`src/md_defs.svh`:
```
`ifndef MD_DEFS_SVH
`define MD_DEFS_SVH

// Operand and HI/LO register width
`define MD_WORD_WIDTH 32

////////////////////
// Instruction encoding
////////////////////

// Primary opcode of R-type instructions
`define MD_OP_SPECIAL 6'b000000

`define MD_FUNCT_MFHI  6'b010000
`define MD_FUNCT_MTHI  6'b010001
`define MD_FUNCT_MFLO  6'b010010
`define MD_FUNCT_MTLO  6'b010011
`define MD_FUNCT_MULT  6'b011000
`define MD_FUNCT_MULTU 6'b011001
`define MD_FUNCT_DIV   6'b011010
`define MD_FUNCT_DIVU  6'b011011

// Stall lengths, issue cycle included
`define MD_MULT_CYCLES 5
`define MD_DIV_CYCLES  10
`define MD_TIMER_WIDTH 4

`endif

```
`src/md_pkg.sv`:
```
package md_pkg;

	////////////////////
	// Decoded operations
	////////////////////

	typedef enum logic [3:0] {
		MD_NONE  = 4'd0,
		MD_MULT  = 4'd1,
		MD_MULTU = 4'd2,
		MD_DIV   = 4'd3,
		MD_DIVU  = 4'd4,
		MD_MFHI  = 4'd5,
		MD_MFLO  = 4'd6,
		MD_MTHI  = 4'd7,
		MD_MTLO  = 4'd8
	} md_op_e;

	// Controller states
	typedef enum logic [1:0] {
		MD_IDLE = 2'd0,
		MD_BUSY = 2'd1,
		MD_DONE = 2'd2
	} md_state_e;

endpackage

```
`src/hilo_regs.sv`:
```
`timescale 1ns/10ps

`include "md_defs.svh"

module hilo_regs (
	input  logic                      clk,
	input  logic                      rst,
	input  md_pkg::md_op_e            op,
	input  logic                      commit,
	input  logic                      mt_enable,
	input  logic [`MD_WORD_WIDTH-1:0] pending_hi,
	input  logic [`MD_WORD_WIDTH-1:0] pending_lo,
	input  logic [`MD_WORD_WIDTH-1:0] rs_data,
	output logic [`MD_WORD_WIDTH-1:0] hl_data
);

	import md_pkg::*;

	logic [`MD_WORD_WIDTH-1:0] hi;
	logic [`MD_WORD_WIDTH-1:0] lo;

	////////////////////
	// Architectural HI/LO
	////////////////////

	always_ff @(posedge clk) begin
		if (rst) begin
			hi <= '0;
			lo <= '0;
		end else if (commit) begin
			hi <= pending_hi;
			lo <= pending_lo;
		end else if (mt_enable) begin
			if (op == MD_MTHI) hi <= rs_data;
			if (op == MD_MTLO) lo <= rs_data;
		end
	end

	// Move-from read, zero for anything else
	always_comb begin
		case (op)
			MD_MFHI: begin
				hl_data = hi;
			end
			MD_MFLO: begin
				hl_data = lo;
			end
			default: begin
				hl_data = '0;
			end
		endcase
	end

endmodule

```
`config.mk`:
```
export PLATFORM = sky130hd
export DESIGN_NAME = hilo_regs
export DESIGN_NICKNAME = d
export VERILOG_FILES = /design/src/md_pkg.sv /design/src/hilo_regs.sv
export VERILOG_INCLUDE_DIRS = /design/src /design/src/src
export SDC_FILE = /design/constraint.sdc
export NUM_CORES = 1
export LEC_CHECK = 0
export CAP_MARGIN = 20
export CORE_ASPECT_RATIO = 1.75
export CORE_MARGIN = 1
export CORE_UTILIZATION = 44
export DETAILED_ROUTE_END_ITERATION = 10
export DONT_BUFFER_PORTS = 1
export HOLD_SLACK_MARGIN = 0.15
export PLACE_DENSITY = 0.63
export SYNTH_ARGS = -nofsm -noshare
export SYNTH_HDL_FRONTEND = slang
export SYNTH_SLANG_ARGS = --single-unit
```
`constraint.sdc`:
```
create_clock -name clk -period 2.51 [get_ports clk]
set_input_delay 0.251 -clock clk [delete_from_list [all_inputs] [get_ports clk]]
set_output_delay 0.251 -clock clk [all_outputs]
set_load 0.005 [all_outputs]
```
; Word level (Yosys, flattened, before mapping)
; Cells that the tools add are included.
[word_totals]
register_bits = 64
latch_bits = 0
ramBits = 0
rom_bits = 0
out_inout_bits = 32
elab_cells = 18
memories = 0
[op_classes]
add_sub_neg = 0
mul = 0
n_div = 0
order_cmp = 0
n_eq_ne = 4
shift = 0
muxes = 7
bitwise_logic = 0
reduce_logical = 5
[op_table]
columns = operator, n
row1 = 32-bit two-way mux, 6
row2 = 32-bit one-hot mux with 2 select lines, 1
row3 = 4-bit by 3-bit == test with 1-bit output (second input constant), 3
row4 = 2-bit nonzero test, 3
row5 = 4-bit == test (second input constant), 1
row6 = 2-bit AND reduction, 2

; Depth between registers and ports, before layout
; Gate-level depths: netlist of the first run.
[depth]
word_depth = 4
ltp_mapped = 6
ltp_nobuf = 3

; Worst setup path after synthesis of the first run
; Ideal clock, no wire load.
[synth_timing]
path_type = input -> output
from = in op[0]
to = out hl_data[0]
arrival_time_ns = 1.074
path_slack_ns = 1.185
cell_stages = 5
path_buffers = 3
cell_sequence = buf_6 > nor4bb_1 > clkbuf_1 > buf_2 > a22o_1
[synth_between]
elab_chain_len = 2
elab_cells_between_ends = 3
[synth_rtl]
columns = element, line_no
row1 = start: declaration, hilo_regs.sv:8  ; input md_pkg::md_op_e op,
row2 = 4-bit by 3-bit == test with 1-bit output, hilo_regs.sv:41  ; case (op)
row3 = 32-bit one-hot mux with 2 select lines *, hilo_regs.sv:41
row4 = end: declaration, hilo_regs.sv:14  ; output logic [`MD_WORD_WIDTH-1:0] hl_data
; Every way passes the cells marked *; elsewhere a longest branch is shown, timed or not.

; Final worst setup path of the first run
[layout_timing]
from = in op[2]
to = reg lo[20]
[layout_between]
elab_chain_len = 3
[layout_rtl]
columns = element, line_no
row1 = 4-bit == test, hilo_regs.sv:35  ; if (op == MD_MTLO) lo <= rs_data;
row2 = 2-bit nonzero test (no source line), n/a
row3 = 2-bit AND reduction (no source line), n/a
row4 = end signal: assignment, hilo_regs.sv:32  ; lo <= pending_lo;
row5 = end signal: assignment, hilo_regs.sv:35
row6 = end: declaration, hilo_regs.sv:20  ; logic [`MD_WORD_WIDTH-1:0] lo;
; Every way passes these cells.
; A chain may end at the register's enable or synchronous reset.

==> summary.md, run 1 <==
| Metric | Value |
|---|---|
| Fraction of layout instances using a drive strength above 1 | `0.131` |
| Register area | `1280 um^2` |
| DP HPWL | `7.28 mm` |
| DR pass1 iterations | `5` |
| Antenna-violating nets left | `0` |
| R2r endpoint | `hi[15]` |
| Die W | `73.5 um` |
| FF+latch count, synth | `64` |
| Crit path kind | `primary input to flop` |
| Clock latency at the later pin of the worst-skew pair | `0.33 ns` |
| GR peak layer | `met2` |
| Tightest Hold Check Type | `primary input to flop` |
| Met1 layer usage reported by global route | `0.323` |
| GRT Util Overall | `0.286` |
| IO buf count | `0` |
| Relative slew slack | `0.447` |
| Mapped Cells | `456` |
| IO Pins | `136` |
| Fill cells | `852` |
| Setup_tns | `0 ns` |
| WL per Instance | `22.5 um` |
| CTS Buf Count | `9` |
| Iter 0 DRT Violations | `296` |
| Synth Net Count | `560` |
| Largest area contributor in the netlist | `dfxtp_1` |
| Synth top area share | `0.326` |
| RSZ-0062 raised after global routing | `no` |
| Final Cycle Share | `0.783` |
| Worst Skew | `0 ns` |
| Final hold vios | `0` |
| Mapped Area | `3930 um^2` |
| Worst EP required | `2.73 ns` |
| H-tree depth | `3` |
| Worst path arrival time | `2.18 ns` |
| Synth cell count leaders | `dfxtp_1 (64), nor4_1 (64)` |
| Max Cap Viol | `0` |
| Worst r2r src | `hi[15]` |
| Multi-input gate area | `2210 um^2` |
| CP Capture Type | `flop` |
| Met2 usage | `0.486` |
| Die Height | `127 um` |
| Status | `completed` |
| Post-route cell area | `4700 um^2` |
| Pin count of the biggest net entering global routing | `136` |
| Critical path origin | `op[2]` |
| Leak Pwr | `0.00166 uW` |
| First-pass GRT wire length | `20.2 mm` |
| Tmin final | `1.97 ns` |
| Core area | `8670 um^2` |
| YS warnings | `0` |
| Fmax | `509 MHz` |
| Clock transition at path regs | `0.05 ns` |
| Post-CTS Resized | `0` |
| TritonCTS clock tree | `yes` |
| Clock sink count | `64` |
| Initial antenna violation count | `0` |
| Post-place instance area | `3840 um^2` |
| Netlist cell types | `26` |
| Worst-margin pin slew | `0.829 ns` |
| CP Capture Point | `lo[20]` |
| FP Rows | `45` |
| VDD IR max | `0.344 mV` |
| Sequential fraction of the synthesis area | `0.326` |
| Residual DRC count | `0` |
| Power Density | `599 nW/um^2` |
| ANT cells | `0` |
| Slew Limit Fails | `0` |
| Gp weighted congestion | `0.824` |
| Vias in the first global route | `3898` |
| Grt ovf | `0` |
| Syn-to-layout area delta | `19.6%` |
| Vias | `3958` |
| Post-synth EDFFs | `0` |
| Final Routed Wirelength | `13.3 mm` |
| Synth top area cells | `dfxtp_1 (33%), a221oi_2 (11%), nor4_1 (10%), a22o_1 (7.1%), o31ai_1 (6.1%)` |
| Setup crit start kind | `primary input` |
| Synth Flop Type | `dfxtp_1` |
| Avg Synthesized Cell Area | `8.62 um^2` |
| Setup violators final | `0` |
| CTS Buffer Depth | `2` |
| Root buffer cell | `clkbuf_16` |
| Reg2reg setup slack | `1.19 ns` |
| R2R depth | `3` |
| Fin nets | `571` |
| Vias per inst | `6.72` |
| Die area | `9330 um^2` |
| Hold_sp | `rs_data[31]` |
| Initial Util | `0.454` |
| Met3 Track Usage GR | `0.0584` |
| Post-synth ARST share | `0` |
| Crit-path max FO | `32` |
| Overall Power | `2820 uW` |
-- area by class of cell --
cell class                 count  share of cell area
timing repair buffer          63               0.136
clock buffer                  13              0.0553
clock inverter                 3             0.00851
multi-input combinational    297               0.471
sequential                    64               0.272
inverter                      32              0.0255
tap                          117              0.0311
-- through the flow --
stage          setup WS (ns)  cells   util  hold WS (ns)
2_1_floorplan           1.18    456      -         0.406
3_3_place_gp           0.757    520  0.443         0.330
3_5_place_dp           0.728    520  0.443         0.330
4_1_cts                0.573    589  0.542         0.154
5_1_grt                0.455    589  0.542         0.162
6_report               0.544    589  0.542         0.151
-- cell usage in the layout (no fill, tap or decap), types with 2 or more instances in the layout --
cell | synthesis | final
buf_16 | 0 | 2
o21ai_1 | 2 | 2
a221oi_1 | 2 | 2
a221oi_2 | 30 | 30
nand2b_1 | 32 | 32
dlygate4sd3_1 | 0 | 51
o21ai_0 | 30 | 30
clkbuf_1 | 24 | 2
o31ai_1 | 32 | 32
buf_4 | 3 | 10
clkinv_2 | 0 | 2
dfxtp_1 | 64 | 64
nor3_1 | 32 | 32
nor4_1 | 64 | 64
a22o_1 | 32 | 32
inv_1 | 32 | 32
clkbuf_16 | 0 | 9
a31oi_1 | 32 | 32
clkbuf_8 | 0 | 2
-- critical path: stages --
cell and delay (ns):
nand4bb_2 0.77, o21ai_0 0.50, a221oi_2 0.09, dlygate4sd3_1 0.57
-- logic make-up (layout without fill, tap and decap cells) --
group | after synthesis | in the layout | share of synthesized area
DFF | 64 | 64 | 0.326
AOI/OAI and AO/OA | 160 | 160 | 0.343
buffers and inverters | 95 | 111 | 0.116
and+or+nand+nor | 137 | 137 | 0.215
-- power by group --
group,switching (uW),internal [uW]
Sequential,45.0,1090
Clock,439,819
Combinational,221,202
-- flip-flops by register name, indices dropped and copies added, names as in the netlist --
| name | count |
|---|---|
| hi | 32 |
| lo | 32 |
-- worst min path at each step --
stage,to,cells after the start
finish,hi[31],2
global placement,lo[22],1
floorplan,lo[0],2
detailed placement,lo[22],1
global route,hi[8],2
CTS,hi[31],2
-- layer usage --
metal  part of all wire  vias up
met3              0.064       44
met1               0.38     1886
met4              0.047        0
met2               0.51      214
met5                  0        -
li1                   -     1814
-- timing repair --
item / 4_1_cts / 5_1_grt
setup buffers: 0 / 0
endpoints found under the hold margin: 64 / 0
hold buffers: 53 / 0
Note: power is estimated with default switching activity, not from simulation.
==> run 2: changes to the inputs <==
==> constraint.sdc (replaced) <==
create_clock -name clk -period 1.85 [get_ports clk]
set_input_delay 0.185 -clock clk [delete_from_list [all_inputs] [get_ports clk]]
set_output_delay 0.185 -clock clk [all_outputs]
set_load 0.005 [all_outputs]
==> summary.md, run 2 (synthesis gave the netlist of run 1 again) <==
| Metric | Value |
|---|---|
| Status | `completed` |
| H-tree depth | `3` |
| Worst r2r src | `hi[11]` |
| Clock latency at the later pin of the worst-skew pair | `0.33 ns` |
| Overall Power | `3840 uW` |
| Reg power frac | `0.405` |
| Residual DRC count | `0` |
| Critical path origin | `commit` |
| Gp weighted congestion | `0.840` |
| Fill cells | `812` |
| Setup crit start kind | `primary input` |
| CP Capture Type | `flop` |
| Post-CTS Resized | `0` |
| DP HPWL | `7.48 mm` |
| Sw frac | `0.258` |
| VDD IR max | `0.443 mV` |
| Worst Skew | `0 ns` |
| WL per Instance | `21.5 um` |
| Most common cell after layout, fill and taps aside | `dlygate4sd3_1` |
| Root buffer cell | `clkbuf_16` |
| Final Routed Wirelength | `13.6 mm` |
| Crit-path max FO | `118` |
| Fraction of layout instances using a drive strength above 1 | `0.126` |
| Clk pwr share | `0.421` |
| Setup violators final | `0` |
| # Post-CTS Setup Buffers | `0` |
| Power Density | `747 nW/um^2` |
| Hold_sp | `pending_hi[31]` |
| FP Rows | `45` |
| Crit path kind | `primary input to flop` |
| ANT cells | `0` |
| DR pass1 iterations | `5` |
| Net switching power | `989 uW` |
| Max Cap Viol | `0` |
| Internal power | `2850 uW` |
| Initial Util | `0.454` |
| Core Util, Final | `0.592` |
| TritonCTS clock tree | `yes` |
| First-pass GRT wire length | `21.1 mm` |
| Leak Pwr | `0.00193 uW` |
| Tmin final | `1.55 ns` |
| Slew Limit Fails | `0` |
| Final Cycle Share | `0.838` |
| IO Pins | `136` |
| Core area | `8670 um^2` |
| RSZ-0062 raised after global routing | `no` |
| Initial antenna violation count | `0` |
| Pin count of the biggest net entering global routing | `119` |
| Multi-input gate area | `2210 um^2` |
| Most frequent cells in the layout | `dlygate4sd3_1 (94), nor4_1 (64), dfxtp_1 (64)` |
| Die Height | `127 um` |
| Tightest Hold Check Type | `primary input to flop` |
| Setup_tns | `0 ns` |
| CTS Buffer Depth | `2` |
| Vias in the first global route | `4372` |
| Hold Buf Count CTS | `96` |
| Antenna-violating nets left | `0` |
| CTS Buf Count | `9` |
| Worst EP required | `2.12 ns` |
| Iter 0 DRT Violations | `250` |
| Die W | `73.5 um` |
| GRT Util Overall | `0.296` |
| Die area | `9330 um^2` |
| Grt ovf | `0` |
| Syn-to-layout area delta | `30.5%` |
| Clock transition at path regs | `0.05 ns` |
| Fin nets | `616` |
| Biggest regs | `hi (32), lo (32)` |
| Register area | `1280 um^2` |
| Vias per inst | `6.55` |
| Worst path arrival time | `1.82 ns` |
| Fmax | `645 MHz` |
| Vias | `4153` |
| Relative slew slack | `0.696` |
| IO buf count | `0` |
| Combinational fraction of design power | `0.174` |
| Worst-margin pin slew | `0.456 ns` |
| Clock sink count | `64` |
| Final hold vios | `0` |
==> run 2: cell types whose count changed in the layout (fill, tap and decap cells not counted), sizes merged <==
cell         delta
clkinv          +1
bufinv          -1
dlygate4sd3    +43
buf             +2
==> run 2: routing by layer <==
layer | up-vias | wire (um) | GRT usage
li1 | 1892 | - | -
met1 | 1986 | 4950 | 0.314
met2 | 226 | 7120 | 0.519
met3 | 49 | 983 | 0.0694
met4 | 0 | 546 | 0.170
met5 | - | 0 | 0
==> run 2: worst max-delay path, cell delays in order <==
cell and delay [ns]:
nand2b_1 0.12, dlygate4sd3_1 0.55, o31ai_1 0.06, nor4_1 0.24
dlygate4sd3_1 0.59
==> run 2: worst paths after layout <==
check | cells after the start | to | slack [ns]
hold reg to reg | 2 | hi[31] | 0.62
setup reg to reg | 3 | hi[11] | 0.40
hold / removal | 3 | hi[31] | 0.16
setup / recovery | 5 | hi[17] | 0.30
==> run 2: power by group through the flow <==
stage                     combinational (uW)  clock [uW]  sequential, uW
after floorplan                          446           0            1550
after global placement                   393           0            1580
after detailed placement                 408           0            1580
after CTS                                652        1650            1550
after global routing                     723        1700            1560
final                                    666        1620            1550
==> run 2: final cells by class <==
type | count | area share
clock inverters | 3 | 0.00292
clock buffers | 13 | 0.0526
repair buffers | 108 | 0.212
well taps | 117 | 0.0285
flip-flops and latches | 64 | 0.250
inverters | 32 | 0.0234
multi-input cells | 297 | 0.431
==> run 2: through the flow <==
stage	instance area, um^2	setup WS, ns	cells	hold WS, ns
3_3_place_gp	3850	0.609	522	0.260
2_1_floorplan	3930	0.657	456	0.340
4_1_cts	5130	0.383	634	0.151
3_5_place_dp	3850	0.583	522	0.260
6_report	5130	0.300	634	0.162
5_1_grt	5130	0.246	634	0.162
