==> src/md_defs.svh <==
`ifndef MD_DEFS_SVH
`define MD_DEFS_SVH

// Operand and HI/LO register width
`define MD_WORD_WIDTH 32

////////////////////
// Instruction encoding
////////////////////

// Primary opcode of R-type instructions
`define MD_OP_SPECIAL 6'b000000

`define MD_FUNCT_MFHI  6'b010000
`define MD_FUNCT_MTHI  6'b010001
`define MD_FUNCT_MFLO  6'b010010
`define MD_FUNCT_MTLO  6'b010011
`define MD_FUNCT_MULT  6'b011000
`define MD_FUNCT_MULTU 6'b011001
`define MD_FUNCT_DIV   6'b011010
`define MD_FUNCT_DIVU  6'b011011

// Stall lengths, issue cycle included
`define MD_MULT_CYCLES 5
`define MD_DIV_CYCLES  10
`define MD_TIMER_WIDTH 4

`endif

==> src/md_cycle_timer.sv <==
`timescale 1ns/10ps

`include "md_defs.svh"

module md_cycle_timer (
	input  logic                       clk,
	input  logic                       rst,
	input  logic                       load,
	input  logic [`MD_TIMER_WIDTH-1:0] load_cycles,
	output logic                       expired
);

	logic [`MD_TIMER_WIDTH-1:0] count;
	logic                       armed;

	always_ff @(posedge clk) begin
		if (rst) begin
			count <= '0;
			armed <= 1'b0;
		end else if (load) begin
			count <= load_cycles;
			armed <= 1'b1;
		end else if (armed) begin
			// Disarm once expiry has been reported
			if (count == '0) begin
				armed <= 1'b0;
			end else begin
				count <= count - 1'b1;
			end
		end
	end

	// Never flags while idle
	assign expired = armed && (count == '0);

endmodule

==> config.mk <==
export PLATFORM = sky130hd
export DESIGN_NAME = md_cycle_timer
export DESIGN_NICKNAME = d
export VERILOG_FILES = /design/src/md_cycle_timer.sv
export VERILOG_INCLUDE_DIRS = /design/src /design/src/src
export SDC_FILE = /design/constraint.sdc
export NUM_CORES = 1
export LEC_CHECK = 0
export BUFFER_PORTS_ARGS = -buffer_cell sky130_fd_sc_hd__buf_4
export CORE_AREA = 2 2 39 41
export DETAILED_ROUTE_END_ITERATION = 12
export DIE_AREA = 0 0 41 43
export SETUP_SLACK_MARGIN = 0.2
export SYNTH_ARGS = -nofsm -noshare
export SYNTH_HDL_FRONTEND = slang
export SYNTH_SLANG_ARGS = --single-unit
export TNS_END_PERCENT = 20
==> constraint.sdc <==
create_clock -name clk -period 2.71 [get_ports clk]
set_clock_uncertainty 0.15 [all_clocks]
set_input_delay 0.542 -clock clk [delete_from_list [all_inputs] [get_ports clk]]
set_output_delay 0.542 -clock clk [all_outputs]
set_load 0.01 [all_outputs]
# [Word level (Yosys, flattened, before mapping)]
# Index checks and enable logic that the tools add are counted.
[word_totals] ff_bits=5 out_inout_bits=1 elab_cells=14
[op_classes] add_sub_neg=1 n_eq_ne=1 muxes=6 n_reduce_logical=4
[ops] op="$mux W4" n=3
[ops] op="$logic_not A4 Y1" n=1
[ops] op="$sub A4 B1 Y4 const B" n=1
[ops] op="$mux W1" n=3
[ops] op="$ne A2 B2 Y1 const B" n=1
[ops] op="$reduce_and A2 Y1" n=1
[ops] op="$reduce_bool A2 Y1" n=1
[ops] op="$logic_and A1 B1 Y1" n=1

# [Depth between registers and ports, before layout]
# Gate-level depths: netlist (run 1).
[logic_depth] depth_word=4 mapped_depth=5 depth_no_buf=5

# [Worst setup path after synthesis (run 1)]
# Ideal clock, no wire load.
[synth_path] path_type="register -> register" start="register count[1]" end="register count[1]" t_required_ps=2502 setup_slack_ps=1024 setup_time_ps=58 path_buffers=0 t_arrival_ps=1478 path_stages_with_launch=6 path_cell_list="dfxtp_1 inv_1 ha_1 or3b_4 a2111oi_4 a311o_2"
[synth_via] elab_chain_len=4 elab_cells_between_ends=7 cone_classes="add/sub (1); eq/ne (1); mux (3); reduce/logical (2)"
[synth_lines] element="from (decl)" line_no="md_cycle_timer.sv:13" rtl="logic [`MD_TIMER_WIDTH-1:0] count;"
[synth_lines] element="from (signal assigned)" line_no="md_cycle_timer.sv:21" rtl="count <= load_cycles;"
[synth_lines] element="from (signal assigned)" line_no="md_cycle_timer.sv:28" rtl="count <= count - 1'b1;"
[synth_lines] element="$sub A4 B1 Y4" line_no="md_cycle_timer.sv:28"
[synth_lines] element="$mux W4" line_no="md_cycle_timer.sv:25" rtl="if (count == '0) begin"
[synth_lines] element="$mux W4" line_no="md_cycle_timer.sv:23" rtl="end else if (armed) begin"
[synth_lines] element="$mux W4" line_no="md_cycle_timer.sv:20" rtl="end else if (load) begin"
# Several ways; a longest one is shown, not always the timed one. The select of a mux whose other input is x is not followed.
# A chain may end at the register's enable or synchronous reset.

# [Worst setup path after layout (run 1)]
[layout_path] start="register count[1]" end="output expired"
[layout_via] elab_chain_len=2
[layout_lines] element="$logic_not A4 Y1" line_no="md_cycle_timer.sv:34" rtl="assign expired = armed && (count == '0);"
[layout_lines] element="$logic_and A1 B1 Y1" line_no="md_cycle_timer.sv:34"
[layout_lines] element="to (decl)" line_no="md_cycle_timer.sv:10" rtl="output logic expired"
# No other way between the ends.

==> flow_metrics.py, run 1 <==
metrics = {
    "layout": {
        "synthToLayoutAreaGrowth_pct": 33.5,
        "drive_gt1_share_pct": 32.6,
        "fin_nets": 52,
        "num_antenna_cells": 0,
    },
    "worst_setup_path": {
        "rr_startpoint": "count[1]$_SDFFE_PP0P_",
        "cpPeakStageDelay_ns": 0.31,
        "r2r_cells": 5,
        "r2r_setup_slack_ns": 0.93,
        "path_cells": "inv_1 -> ha_1 -> nand2_1 -> nor3_1 -> buf_4",
        "path_buf_inv": 2,
        "cp.required_ns": 2.02,
        "end_kind": "output pin",
        "slowest_stage": "dfxtp_1",
        "crit_path_max_fanout": 4,
        "crit_family": "flip-flops",
        "start_kind": "flop",
        "cp_data_arrival_time_ns": 1.25,
        "r2r-end": "count[1]$_SDFFE_PP0P_",
        "critPathKind": "reg2out",
    },
    "clock_tree": {
        "cts_tree": "built",
        "cts_made_buffers": 3,
        "clk_latency_ns": 0.24,
        "post_cts_buffers": 0,
        "clockBufferDepth": 2,
        "clock-sinks": 5,
        "cts_resized": 0,
        "cts_max_level": 1,
        "clk_pin_slew_ns": 0.04,
        "cts_root_buf": "clkbuf_4",
        "holdBufCountCts": 0,
    },
    "synthesis": {
        "yosys.area.top_type_share_pct": 33.9,
        "syn_nets": 40,
        "avgSynthCellArea_um2": 9.23,
        "synth-seq-cells": 5,
        "yosysTopAreaCell": "dfxtp_1",
        "yosysWarnings": 0,
        "yosysUniqueCellTypes": 18,
        "synthArstFlopShare_pct": 0,
        "seq_area_frac_synth_pct": 33.9,
        "syn_area_um2": 295,
        "syn_inst": 32,
        "synth_ff_type": "dfxtp_1",
        "ys_top_cells_by_area": "dfxtp_1, a2111oi_4, nor2_1, inv_1, nor4b_2",
        "synth_edf_count": 0,
        "synth_common_cells": "dfxtp_1, nor2_1, inv_1",
    },
    "global_routing": {
        "grt_usage_pct": 9.74,
        "overflow": 0,
        "grt_pass1_vias": 258,
        "grt_pass1_wl_um": 1100,
        "antenna_found_initial": 0,
        "grt_max_degree": 9,
    },
    "timing": {
        "period_needed_ns": 1.94,
        "fin_crit_sh_pct": 71.6,
        "fin_setup_tns_ns": 0,
        "worst_slew_pin_slew_ns": 0.308,
        "slew_violations": 0,
        "max_freq_mhz": 516,
        "setup_viol": 0,
        "max_slew_margin_pct": 79.4,
        "rsz0062_at_grt": "false",
        "hold_viol": 0,
        "holdWs_ns": 0.391,
    },
    "route": {
        "postRouteAntennaNets": 0,
        "vias": 274,
        "viasPerCell": 4.64,
        "drtPass1Iterations": 2,
        "first_iter_violations": 3,
        "drc_errors": 0,
        "avgRoutedWirePerCell_um": 10.5,
        "routed_wl_um": 622,
    },
    "power": {
        "ir_drop_uv": 347,
        "power.internal_mw": 0.159,
        "p_leak_nw": 0.158,
        "seqPwrFrac_pct": 39.7,
        "clkPwrFrac_pct": 39.9,
        "sw_frac_of_total_pct": 27.7,
        "p_per_area_nw_per_um2": 558,
        "p_sw_mw": 0.0609,
        "comb_power_share_pct": 20.4,
    },
    "min_path": {
        "hold_start": "rst",
        "hold_end": "armed$_SDFF_PP0_",
        "hp-class": "in2reg",
        "whs_path_depth": 2,
    },
    "floorplan": {
        "core.rowCount": 14,
        "die-area_um2": 1760,
        "start_util_pct": 21.3,
        "die_h_um": 43,
        "io_pins": 8,
        "chipWidth_um": 41,
        "core_um2": 1380,
    },
    "place": {
        "io_buffers": 7,
        "place_congestion": 0.697,
        "hpwl_um": 440,
    },
    "job": {
        "max-cap-violations": 0,
    },
    "status": {
        "status": "complete, no violations",
    },
}
## power groups by stage
| stage | Sequential, mW | Combinational [mW] | Clock [mW] |
|---|---|---|---|
| finish | 0.0872 | 0.0448 | 0.0878 |
| detailed placement | 0.0885 | 0.0446 | 0 |
| floorplan | 0.0870 | 0.0292 | 0 |
| global placement | 0.0887 | 0.0439 | 0 |
| global route | 0.0885 | 0.0505 | 0.0980 |
| CTS | 0.0871 | 0.0452 | 0.0929 |
## area by class of cell
class,instances,area (um2)
fillers,159,990
multi-input cells,23,180
flip-flops and latches,5,100
repair buffers,7,52.6
clock buffers,4,26.3
well taps,16,20.0
inverters,4,15.0
## layer usage
metal | up-vias | GRT usage [%] | part of all wire [%]
met5 | - | 0 | 0
met4 | 0 | 2.00 | 0
li1 | 140 | - | -
met2 | 6 | 13.4 | 48
met3 | 0 | 9.42 | 9.5
met1 | 128 | 10.6 | 43
## placed cells by master, fill, tap and decap left out
cell / synthesis / layout
a311oi_1: 1 / 1
inv_1: 4 / 4
ha_1: 1 / 1
a211oi_1: 1 / 1
mux2i_1: 1 / 1
a21oi_1: 2 / 2
a2111oi_4: 1 / 1
nand2_1: 2 / 2
a21o_1: 1 / 1
clkbuf_1: 0 / 1
buf_4: 0 / 7
nor4b_2: 1 / 1
clkbuf_4: 0 / 3
a221oi_1: 1 / 1
a311o_2: 1 / 1
nand3_1: 1 / 1
nor2_1: 5 / 5
dfxtp_1: 5 / 5
nand4b_1: 1 / 1
nor3_1: 2 / 2
or3b_4: 1 / 1
## state kept, by name, indices dropped and copies added, names as in the netlist
signal,cells
armed,1
count,4
## cells by family after synthesis
logic type	synth area share (%)
buffers and inverters	5.08
AND/OR/NAND/NOR	25.8
adder cells (fa/ha/maj)	4.24
AO/OA/AOI/OAI	27.5
flip-flops	33.9
multiplexers	3.39
## stage by stage
| stage | area, um2 | instances | power [mW] | setup slack [ns] | util [%] |
|---|---|---|---|---|---|
| 6_report | 394 | 59 | 0.220 | 0.770 | 28.5 |
| 5_1_grt | 394 | 59 | 0.237 | 0.604 | 28.5 |
| 4_1_cts | 394 | 59 | 0.225 | 0.759 | 28.5 |
| 3_5_place_dp | 368 | 55 | 0.133 | 0.953 | 26.6 |
| 3_3_place_gp | 368 | 55 | 0.133 | 0.960 | 26.6 |
| 2_1_floorplan | 295 | 32 | 0.116 | 1.02 | - |
## worst max path at each step
stage / startpoint / endpoint / slack (ns) / cells past startpoint
floorplan: count[1]$_SDFFE_PP0P_ / count[1]$_SDFFE_PP0P_ / 1.02 / 5
CTS: count[1]$_SDFFE_PP0P_ / expired / 0.76 / 5
detailed placement: count[1]$_SDFFE_PP0P_ / count[1]$_SDFFE_PP0P_ / 0.95 / 5
global placement: count[1]$_SDFFE_PP0P_ / count[1]$_SDFFE_PP0P_ / 0.96 / 5
finish: count[1]$_SDFFE_PP0P_ / expired / 0.77 / 5
global route: count[1]$_SDFFE_PP0P_ / expired / 0.60 / 5
## worst register-to-register path, stage by stage (launching register included)
cell and delay, ns:
dfxtp_1 0.31, inv_1 0.11, ha_1 0.21, or3b_4 0.44
a2111oi_4 0.35, a311o_2 0.15
(Power assumes the default switching activity.)
==> run 2, diff against run 1 <==
- clock period: 2.71 -> 1.9 ns (I/O delays scaled with it)
==> run 2 against run 1 <==
Net effect: sequential power is 47% higher; sequential share of layout area is 1.7 points lower; critical endpoint is now count[1]$_SDFFE_PP0P_; final cell count is 3.4% higher; cell area is 11% higher; first-iteration DRC count is 33% lower; global-route usage is 0.32 points higher; wire length is 7.6% higher; via count is 9.1% higher; count of clock-buffer cells in the layout stayed put.
==> flow_metrics.py, run 2 (synthesized netlist as in run 1, its figures left out) <==
metrics = {
    "worst_setup_path": {
        "end_kind": "flop",
        "cp_data_arrival_time_ns": 1.69,
        "cp.required_ns": 1.93,
        "crit_path_max_fanout": 5,
        "start_kind": "flop",
        "critPathKind": "reg2reg",
    },
    "global_routing": {
        "grt_pass1_vias": 305,
        "overflow": 0,
        "grt_max_degree": 9,
        "grt_pass1_wl_um": 1120,
        "grt_usage_pct": 10.1,
        "antenna_found_initial": 0,
    },
    "place": {
        "io_buffers": 7,
        "dp_cells": 55,
        "placed_cell_area_um2": 368,
        "dp_slack_ns": 0.129,
        "place_congestion": 0.714,
        "hpwl_um": 438,
    },
    "route": {
        "postRouteAntennaNets": 0,
        "viasPerCell": 4.90,
        "first_iter_violations": 2,
        "drc_errors": 0,
        "vias": 299,
        "drtPass1Iterations": 2,
        "routed_wl_um": 669,
        "avgRoutedWirePerCell_um": 11.0,
    },
    "timing": {
        "worst_slew_pin_slew_ns": 0.271,
        "fin_setup_tns_ns": 0,
        "setup_slack_ns": 0.247,
        "slew_violations": 0,
        "max_freq_mhz": 605,
        "hold_viol": 0,
        "holdWs_ns": 0.210,
        "setup_viol": 0,
        "rsz0062_at_grt": "true",
        "period_needed_ns": 1.65,
        "max_slew_margin_pct": 81.9,
        "fin_crit_sh_pct": 87.0,
    },
    "layout": {
        "fin_cells": 61,
        "largest_register_ffs": 4,
        "top_regs": "count x4, armed x1",
        "final_cell_mix": "buf_4, nor2_1, dfxtp_2, clkbuf_4",
        "fin_nets": 54,
        "top_register": "count",
        "drive_gt1_share_pct": 55.6,
        "final_common_cell": "buf_4",
        "num_antenna_cells": 0,
        "finalInstanceArea_um2": 439,
        "synthToLayoutAreaGrowth_pct": 48.7,
        "fin_util_pct": 31.7,
    },
    "clock_tree": {
        "cts_made_buffers": 3,
        "clk_pin_slew_ns": 0.04,
        "cts_root_buf": "clkbuf_4",
        "clockBufferDepth": 2,
        "holdBufCountCts": 0,
        "cts_max_level": 1,
        "clock-sinks": 5,
        "cts_tree": "built",
        "clk_latency_ns": 0.24,
    },
    "floorplan": {
        "start_util_pct": 21.3,
        "die_h_um": 43,
        "chipWidth_um": 41,
        "die-area_um2": 1760,
        "core.rowCount": 14,
        "io_pins": 8,
        "core_um2": 1380,
    },
    "min_path": {
        "hp-class": "in2reg",
    },
    "power": {
        "ir_drop_uv": 392,
        "p_leak_nw": 0.170,
        "p_per_area_nw_per_um2": 755,
        "power.total_mw": 0.332,
    },
    "job": {
        "max-cap-violations": 0,
    },
    "status": {
        "status": "complete, no violations",
    },
}
==> run 2: cell count changes in the layout (fill, tap and decap cells not counted), sizes merged <==
cell	previous run	this run
buf	7	9
==> run 2: where the power goes <==
| part | total [mW] | internal (mW) | switching (mW) |
|---|---|---|---|
| Clock | 0.126 | 0.0796 | 0.0463 |
| Sequential | 0.128 | 0.115 | 0.0128 |
| Combinational | 0.0777 | 0.0429 | 0.0348 |
==> run 2: metal layers <==
| metal | vias up | GRT usage, % | wire (um) |
|---|---|---|---|
| met5 | - | 0 | 0 |
| met4 | 0 | 6.00 | 12 |
| met3 | 2 | 6.28 | 43 |
| met2 | 6 | 16.3 | 357 |
| met1 | 145 | 8.74 | 255 |
| li1 | 146 | - | - |
==> run 2: final timing paths <==
kind / startpoint / end / slack [ns] / cells after the start
hold reg to reg: count[3]$_SDFFE_PP0P_ / count[2]$_SDFFE_PP0P_ / 0.43 / 2
hold / removal: rst / count[0]$_SDFFE_PP0P_ / 0.21 / 2
setup reg to reg: count[0]$_SDFFE_PP0P_ / count[1]$_SDFFE_PP0P_ / 0.25 / 5
setup / recovery: count[0]$_SDFFE_PP0P_ / count[1]$_SDFFE_PP0P_ / 0.25 / 5
==> run 2: final cells by class <==
type                    count  area, um2
flip-flops and latches      5        104
clock buffers               4       26.3
repair buffers              9       67.6
multi-input cells          23        206
fillers                   155        945
inverters                   4       15.0
well taps                  16       20.0
==> run 2: worst max-delay path, cell delays in order (launching register included) <==
cell	delay (ns)
dfxtp_2	0.32
inv_2	0.07
ha_4	0.15
or3b_4	0.42
a2111oi_4	0.34
a311o_2	0.14
==> run 2: repair_timing <==
| action | CTS | global route |
|---|---|---|
| buffers inserted | 0 | 2 |
| setup endpoints to repair | 3 | 3 |
| pin swaps | 0 | 1 |
| gates resized for setup | 4 | 6 |
