==> config.mk <==
export PLATFORM = sky130hd
export DESIGN_NAME = md_decode
export DESIGN_NICKNAME = d
export VERILOG_FILES = /design/src/md_pkg.sv /design/src/md_decode.sv
export VERILOG_INCLUDE_DIRS = /design/src /design/src/src
export SDC_FILE = /design/constraint.sdc
export NUM_CORES = 1
export LEC_CHECK = 0
export BUFFER_PORTS_ARGS = -buffer_cell sky130_fd_sc_hd__clkbuf_2
export CAP_MARGIN = 15
export CORE_AREA = 2 2 39 41
export DETAILED_ROUTE_END_ITERATION = 7
export DIE_AREA = 0 0 41 43
export GPL_TIMING_DRIVEN = 0
export PLACE_DENSITY_LB_ADDON = 0.12
export SETUP_SLACK_MARGIN = 0.3
export SYNTH_ARGS = -nofsm -noshare
export SYNTH_HDL_FRONTEND = slang
export SYNTH_SLANG_ARGS = --single-unit
==> constraint.sdc <==
create_clock -name vclk -period 1.75
set_clock_uncertainty 0.1 [all_clocks]
set_input_delay 0.175 -clock vclk [all_inputs]
set_output_delay 0.175 -clock vclk [all_outputs]
set_load 0.005 [all_outputs]
==> src/md_defs.svh <==
`ifndef MD_DEFS_SVH
`define MD_DEFS_SVH

// Operand and HI/LO register width
`define MD_WORD_WIDTH 32

////////////////////
// Instruction encoding
////////////////////

// Primary opcode of R-type instructions
`define MD_OP_SPECIAL 6'b000000

`define MD_FUNCT_MFHI  6'b010000
`define MD_FUNCT_MTHI  6'b010001
`define MD_FUNCT_MFLO  6'b010010
`define MD_FUNCT_MTLO  6'b010011
`define MD_FUNCT_MULT  6'b011000
`define MD_FUNCT_MULTU 6'b011001
`define MD_FUNCT_DIV   6'b011010
`define MD_FUNCT_DIVU  6'b011011

// Stall lengths, issue cycle included
`define MD_MULT_CYCLES 5
`define MD_DIV_CYCLES  10
`define MD_TIMER_WIDTH 4

`endif

==> src/md_pkg.sv <==
package md_pkg;

	////////////////////
	// Decoded operations
	////////////////////

	typedef enum logic [3:0] {
		MD_NONE  = 4'd0,
		MD_MULT  = 4'd1,
		MD_MULTU = 4'd2,
		MD_DIV   = 4'd3,
		MD_DIVU  = 4'd4,
		MD_MFHI  = 4'd5,
		MD_MFLO  = 4'd6,
		MD_MTHI  = 4'd7,
		MD_MTLO  = 4'd8
	} md_op_e;

	// Controller states
	typedef enum logic [1:0] {
		MD_IDLE = 2'd0,
		MD_BUSY = 2'd1,
		MD_DONE = 2'd2
	} md_state_e;

endpackage

==> src/md_decode.sv <==
`timescale 1ns/10ps

`include "md_defs.svh"

module md_decode (
	input  logic [`MD_WORD_WIDTH-1:0] instr,
	output md_pkg::md_op_e            op
);

	import md_pkg::*;

	logic [5:0] opcode;
	logic [5:0] funct;

	// Primary opcode and function field
	assign opcode = instr[31:26];
	assign funct  = instr[5:0];

	always_comb begin
		op = MD_NONE;
		if (opcode == `MD_OP_SPECIAL) begin
			case (funct)
				`MD_FUNCT_MULT: begin
					op = MD_MULT;
				end
				`MD_FUNCT_MULTU: begin
					op = MD_MULTU;
				end
				`MD_FUNCT_DIV: begin
					op = MD_DIV;
				end
				`MD_FUNCT_DIVU: begin
					op = MD_DIVU;
				end
				`MD_FUNCT_MFHI: begin
					op = MD_MFHI;
				end
				`MD_FUNCT_MFLO: begin
					op = MD_MFLO;
				end
				`MD_FUNCT_MTHI: begin
					op = MD_MTHI;
				end
				`MD_FUNCT_MTLO: begin
					op = MD_MTLO;
				end
				default: begin
					op = MD_NONE;
				end
			endcase
		end
	end

endmodule

Yosys cells after proc, flatten, opt, wreduce, memory -nomap -nowiden
Memory sizes are Yosys's and may differ from the RTL's.
Index checks and enable logic that the tools add are counted.
- bits in registers: 0
- ROM bits: 128
- input port bits: 32
- logic and storage cells: 4
- memories kept: 1
- multiplexer cells: 2
- reduce and logical (&&, ||, !) cells: 1
- memories (name ; depth ; width ; rd ports ; clocked after memory_dff ; wr ports ; line ; RTL):
    (no name shown) ; 32 ; 4 ; 1 ; 0 ; 0 ; md_decode.sv:22 ; case (funct)
- operators by type and width (operator ; number):
    2-to-1 mux 4 bit ; 2
    zero test 6 bit ; 1

Logic depth before layout (Yosys ltp)
Gate-level depths: netlist (run 1).
An unclocked memory read counts as a cell.
- depth in word-level cells: 3
- gate-level depth with buffers: 4
- mapped depth without buffers: 4

Worst setup path before layout (run 1)
OpenSTA, ideal clock, no wires.
- kind: input -> output
- start point: in instr[2]
- end point: out op[0]
- data arrival time: 0.919 ns
- path slack: 0.556 ns
- cell stages on the path: 2
- buffers on the path: 0
- cell sequence: or3b_1 > a2111oi_2
- longest elaborated chain between the ends: 3
- RTL lines (what ; line ; RTL):
    from (decl) ; md_decode.sv:6 ; input logic [`MD_WORD_WIDTH-1:0] instr,
    memory (32 x 4 bit) ; - ;
    2-to-1 mux 4 bit ; md_decode.sv:22 ;
    2-to-1 mux 4 bit ; md_decode.sv:21 ; if (opcode == `MD_OP_SPECIAL) begin
    to (decl) ; md_decode.sv:7 ; output md_pkg::md_op_e op
Every way passes these cells.

Final worst setup path (run 1)
- start point: in instr[30]
- end point: out op[2]
- longest elaborated chain between the ends: 2
- RTL lines (what ; line):
    zero test 6 bit (no line) ; -
    2-to-1 mux 4 bit ; md_decode.sv:21
Every way passes these cells.

==> qor.yml, run 1 <==
synthesis:
  synth.yosys.seq_area_share_pct: 0
  synth_area_sq_um: 106
  syn_inst: 14
  syn_area_per_cell_sq_um: 7.60
  synth_area_leaders: "ha_1, a2111oi_2, nor4_2, nor3_1, nor4b_1"
  yosys_warnings: 0
  ys_types: 11
  yosysTopAreaCellShare_pct: 23.5
  syn-num-nets: 48
  synth_common_cells: "ha_1, nor2_1, nor3_1"
  synth_top_area_cell: "ha_1"
route:
  vias: 191
  viasPerCell: 3.98
  avgRoutedWirePerCell_um: 9.69
  topRoutingLayerUsed: "met3"
  drc: 0
  first_iter_violations: 0
  drt-met1-wl_um: 172
  dr.pass1.iters: 1
  dr_wl_met2_um: 213
  routed-wl-met3_um: 78
  wl_um: 465
  ant_nets: 0
power:
  leakage_nw: 0.117
  vdd_ir_drop_max_mv: 0.0402
  powerDensity_mw_per_mm2: 141
floorplanning:
  coreArea_sq_mm: 0.00138
  pin_count: 36
  die_x_um: 41
  start_util_pct: 7.69
  die-area_sq_mm: 0.00176
  rows: 14
  fp.dieH_um: 43
worst_setup_path:
  crit_path_top_delay_cell: "nor4_4"
  cp-end-kind: "output pin"
  crit_path_max_fanout: 3
  crit_chain: "buf_6, nor4_4, nand2_2, buf_4, nor3_2, clkbuf_2"
  crit_type: "input pin to output pin"
  crit_required_ns: 1.47
  cpPeakStageDelay_ns: 0.26
  cp.arrival_ns: 1.12
  cp-start-kind: "input pin"
finish:
  area.growth.synth_to_final_pct: 149
  area.sequential_sq_um: 0
  antennaDiodeCount: 0
  fin_cells: 48
  drive_gt1_share_pct: 75.0
  nNetsFinal: 68
  nClkBuffers: 0
  design.seq.count: 0
  fillerInstances: 170
  final_util_pct: 19.2
  final_area_sq_um: 265
sta:
  relSlewSlack_pct: 83.7
  drv_slew: 0
  timing.final.crit_share_pct: 79.5
  setup_violations: 0
  timing.fmax_ghz: 0.719
  holdWs_ns: 0.582
  hold_viol_final: 0
  period_needed_ns: 1.39
  rsz0062_at_grt: "false"
  setup-tns-final_ns: 0
  worstMarginPinSlew_ns: 0.244
global_routing:
  antenna_found_initial: 0
  grt_max_degree: 6
  grt_usage_pct: 5.59
  grt_overflow_total: 0
  grt_pass1_wl_um: 731
  grt_pass1_vias: 181
place:
  gp_congestion: 0.527
  io_buffer_count: 16
  placed_cells: 46
  dpl_cell_area_sq_um: 206
hold_path:
  hold_path_class: "input pin to output pin"
job:
  maxCapViolCount: 0
status:
  status: "completed"
==> routing by layer <==
layer	track usage (%)	vias to the layer above
li1	-	90
met2	9.06	16
met5	0	-
met1	7.91	85
met4	0	0
met3	1.05	0
==> placed cells by master, fill, tap and decap left out <==
cell type,synthesis,layout
nor3_2,0,1
or3b_4,0,1
buf_6,0,1
buf_2,0,1
nor3_1,2,1
nor4_4,0,1
nor2b_1,1,1
inv_1,1,1
nor2_1,2,2
buf_4,0,2
a2111oi_4,0,1
nand2_2,0,1
a21oi_1,1,1
clkbuf_2,0,14
nor4b_2,0,1
ha_1,2,2
==> worst paths after layout <==
check / cells after the start / startpoint / to / slack (ns)
worst max-delay path: 6 / instr[30] / op[2] / 0.36
worst min-delay path: 3 / instr[0] / op[0] / 0.58
==> critical path: cells and delay by family <==
kind                   cells  cell delay [ns]
AND/OR/NAND/NOR            3             0.56
buffers and inverters      3             0.38
==> power breakdown <==
group | total, W | switching [W] | internal [W]
sequential | 0 | 0 | 0
clock | 0 | 0 | 0
combinational | 0.0000375 | 0.0000180 | 0.0000195
total | 0.0000375 | 0.0000180 | 0.0000195
==> repair_timing <==
action | CTS | global route
hold buffers | 0 | 0
hold endpoints to repair | 0 | 0
setup buffers | 2 | 0
pin swaps | 3 | 3
endpoints found under the setup margin | 1 | 4
gates resized for setup | 2 | 6
==> cell families after synthesis <==
group | after synthesis | synth area share (%)
fa+ha+maj | 2 | 23.5
compound gates | 2 | 18.8
buf+inv | 1 | 3.53
simple gates | 9 | 54.1
==> per-stage QoR <==
stage | worst slack [ns] | power (W)
after global routing | 0.307 | 0.0000420
after detailed placement | 0.253 | 0.0000274
after global placement | 0.312 | 0.0000260
after floorplan | 0.556 | 0.00000922
final | 0.359 | 0.0000375
after CTS | 0.302 | 0.0000321
==> final cells by class <==
| type | count | area (sq um) | area share, % |
|---|---|---|---|
| multi-input cells | 13 | 140 | 52.8 |
| well taps | 16 | 20.0 | 7.55 |
| repair buffers | 18 | 101 | 38.2 |
| inverters | 1 | 3.75 | 1.42 |
Power figures use the tool's default switching activity.
==> inputs of run 2 (changes only) <==
==> constraint.sdc (replaced) <==
create_clock -name vclk -period 1.3
set_clock_uncertainty 0.1 [all_clocks]
set_input_delay 0.13 -clock vclk [all_inputs]
set_output_delay 0.13 -clock vclk [all_outputs]
set_load 0.005 [all_outputs]
==> run 2 against run 1 <==
Die area stayed put. First-iteration DRC count stayed put. Combinational power increased by 31%. Clock-buffer cell count is the same. Critical path type unchanged. Critical endpoint is now op[0].
==> qor.yml, run 2 (synthesis results as in run 1) <==
worst_setup_path:
  cpPeakStageDelay_ns: 0.42
  path_delay_family: "simple AND/OR/NAND/NOR gates"
  crit_buf_inv: 2
  cp-start-kind: "input pin"
  crit_chain: "clkbuf_2, or3b_4, a2111oi_4, buf_2"
  cp.arrival_ns: 1.06
  crit_required_ns: 1.07
  crit_path_top_delay_cell: "or3b_4"
  crit_type: "input pin to output pin"
  crit_path_max_fanout: 4
  cp-end-kind: "output pin"
sta:
  timing.final.crit_share_pct: 99.3
  hold_viol_final: 0
  relSlewSlack_pct: 85.1
  holdWs_ns: 0.485
  setup_violations: 0
  rsz0062_at_grt: "true"
  drv_slew: 0
  timing.fmax_ghz: 0.775
  period_needed_ns: 1.29
  worstMarginPinSlew_ns: 0.224
  setup_slack_ns: 0.00927
  setup-tns-final_ns: 0
power:
  leakage_nw: 0.125
  finalPower_w: 0.0000493
  powerDensity_mw_per_mm2: 183
  vdd_ir_drop_max_mv: 0.0372
global_routing:
  grt_pass1_wl_um: 655
  grt_overflow_total: 0
  antenna_found_initial: 0
  grt_max_degree: 6
  grt_usage_pct: 4.90
  grt_pass1_vias: 159
place:
  post-place-ws_ns: -0.0635
  placed_cells: 46
  io_buffer_count: 16
  gp_congestion: 0.534
finish:
  design.seq.count: 0
  layout_commonest_cell: "clkbuf_2"
  nClkBuffers: 0
  multi_input_area_sq_um: 146
  fin_cells: 48
  antennaDiodeCount: 0
  area.sequential_sq_um: 0
  mostFrequentLayoutCells: "clkbuf_2, nor2_1, ha_1, buf_2"
  area.growth.synth_to_final_pct: 153
  nNetsFinal: 68
  drive_gt1_share_pct: 75.0
  fillerInstances: 159
floorplanning:
  pin_count: 36
  fp.dieH_um: 43
  coreArea_sq_mm: 0.00138
  die-area_sq_mm: 0.00176
  rows: 14
  die_x_um: 41
  start_util_pct: 7.69
route:
  vias: 173
  viasPerCell: 3.60
  first_iter_violations: 0
  avgRoutedWirePerCell_um: 8.21
  ant_nets: 0
  drc: 0
  dr.pass1.iters: 1
  wl_um: 394
job:
  maxCapViolCount: 0
status:
  status: "completed"
hold_path:
  hold_path_class: "input pin to output pin"
run 2: metal layers:
layer	wire length, um	vias to the layer above	GRT usage (%)
li1	-	89	-
met4	0	0	0
met2	193	11	7.81
met5	0	-	0
met1	137	73	6.65
met3	62	0	1.57
run 2: what timing repair did:
action | CTS | global route
gates resized for setup | 2 | 3
hold buffers | 0 | 0
pin swaps | 5 | 3
gates cloned | 0 | 0
endpoints found under the setup margin | 4 | 4
setup buffers | 2 | 0
endpoints found under the hold margin | 0 | 0
run 2: per-stage QoR:
step	util (%)	instance area (sq um)
floorplan	-	139
global placement	17.3	239
detailed placement	17.3	239
CTS	19.0	263
global route	19.4	269
finish	19.4	269
run 2: path summary, 6_finish.rpt:
kind	startpoint	to	slack, ns	cells past startpoint
worst max-delay path	instr[5]	op[0]	0.009	4
worst min-delay path	instr[3]	op[3]	0.49	3
run 2: where the power goes:
part	leakage, nW	switching [W]	internal [W]	total [W]
registers	0	0	0	0
clock network	0	0	0	0
logic	0.125	0.0000248	0.0000245	0.0000493
total	0.125	0.0000248	0.0000245	0.0000493
run 2: final cells by class:
type / count / area share [%]
inverter: 1 / 1.40
multi-input combinational: 13 / 54.4
tap: 16 / 7.44
timing repair buffer: 18 / 36.7
==> inputs of run 3 (changes only) <==
--- a/config.mk
+++ b/config.mk
@@ -6,7 +6,7 @@
 export SDC_FILE = /design/constraint.sdc
 export NUM_CORES = 1
 export LEC_CHECK = 0
-export BUFFER_PORTS_ARGS = -buffer_cell sky130_fd_sc_hd__clkbuf_2
+export BUFFER_PORTS_ARGS = -buffer_cell sky130_fd_sc_hd__buf_2
 export CAP_MARGIN = 15
 export CORE_AREA = 2 2 39 41
 export DETAILED_ROUTE_END_ITERATION = 7
==> constraint.sdc (replaced) <==
create_clock -name vclk -period 1.3
set_clock_uncertainty 0.1 [all_clocks]
set_input_delay 0.065 -clock vclk [all_inputs]
set_output_delay 0.065 -clock vclk [all_outputs]
set_load 0.005 [all_outputs]
==> run 3 against run 2 <==
Total power is 5.3% higher. Critical path depth is 1 higher. Cell area is 0.47% higher. First-iteration DRC count is 2 higher. Die area stayed put. Via count stayed put. Critical path type unchanged. Largest power group unchanged.
==> qor.yml, run 3 (synthesis results as in run 1) <==
status:
  status: "completed"
sta:
  timing.final.crit_share_pct: 89.4
  setup-tns-final_ns: 0
  worstMarginPinSlew_ns: 0.244
  rsz0062_at_grt: "true"
  timing.fmax_ghz: 0.861
  holdWs_ns: 0.351
  drv_slew: 0
  hold_viol_final: 0
  period_needed_ns: 1.16
  setup_violations: 0
  relSlewSlack_pct: 83.8
job:
  maxCapViolCount: 0
global_routing:
  grt_overflow_total: 0
  grt_pass1_wl_um: 621
  grt_usage_pct: 4.70
  grt_max_degree: 6
  grt_pass1_vias: 165
  antenna_found_initial: 0
finish:
  nNetsFinal: 67
  area.sequential_sq_um: 0
  nClkBuffers: 0
  mostFrequentLayoutCells: "buf_2, buf_6, nor2_1, ha_1"
  area.growth.synth_to_final_pct: 154
  final_area_sq_um: 270
  fin_cells: 47
  layout_commonest_cell: "buf_2"
  drive_gt1_share_pct: 74.2
  fillerInstances: 163
  design.seq.count: 0
  antennaDiodeCount: 0
  multi_input_area_sq_um: 140
worst_setup_path:
  cp-end-kind: "output pin"
  cp.arrival_ns: 1.00
  worstSetupStartpoint: "instr[29]"
  crit_required_ns: 1.13
  cp-start-kind: "input pin"
  crit_type: "input pin to output pin"
  crit_path_max_fanout: 4
hold_path:
  hold_path_class: "input pin to output pin"
  min_from: "instr[0]"
floorplanning:
  pin_count: 36
  start_util_pct: 7.69
  die_x_um: 41
  coreArea_sq_mm: 0.00138
  fp.dieH_um: 43
  rows: 14
  die-area_sq_mm: 0.00176
route:
  wl_um: 414
  avgRoutedWirePerCell_um: 8.81
  dr.pass1.iters: 4
  ant_nets: 0
  first_iter_violations: 2
  viasPerCell: 3.68
  drc: 0
  vias: 173
power:
  finalPower_w: 0.0000519
  powerDensity_mw_per_mm2: 192
  vdd_ir_drop_max_mv: 0.0462
  leakage_nw: 0.117
clock_network:
  postCtsHoldBufs: 0
place:
  dpl_cell_area_sq_um: 206
  io_buffer_count: 16
  gp_congestion: 0.527
  placed_cells: 46
## run 3: cell types whose count changed in the layout (fill, tap and decap cells not counted)
cell      change
buf_2        +11
buf_6         +2
clkbuf_2     -14
nor3_2        +1
nor3_4        -1
## run 3: report_power, final
part / internal, W / total (W) / switching (W)
clock network: 0 / 0 / 0
registers: 0 / 0 / 0
logic: 0.0000283 / 0.0000519 / 0.0000235
total: 0.0000283 / 0.0000519 / 0.0000235
## run 3: path summary, 6_finish.rpt
kind,to,slack [ns],cells after the start
min,op[0],0.35,3
max,op[0],0.14,5
## run 3: layout make-up
class / count / share of cell area (%)
inverters: 1 / 1.39
multi-input cells: 13 / 51.9
repair buffers: 17 / 39.4
well taps: 16 / 7.41
## run 3: critical path, stage by stage
cell	delay, ns
buf_6	0.10
nor4_4	0.26
nand2_2	0.13
a2111oi_4	0.28
buf_2	0.16
## run 3: per-layer routing
metal / track usage, % / share of wire (%)
met3: 0 / 17
met5: 0 / 0
met2: 8.13 / 40
met4: 0 / 0
met1: 6.65 / 42
## run 3: repair_timing
item / in CTS / in global routing
pin swaps: 4 / 3
setup endpoints to repair: 4 / 4
resized for setup: 5 / 4
buffers inserted: 0 / 1
## run 3: stage by stage
stage                     setup WS, ns  utilization (%)
after floorplan                  0.326                -
after global placement          0.0773             14.9
after detailed placement        0.0262             14.9
after CTS                        0.118             17.1
after global routing            0.0648             19.5
final                            0.138             19.5
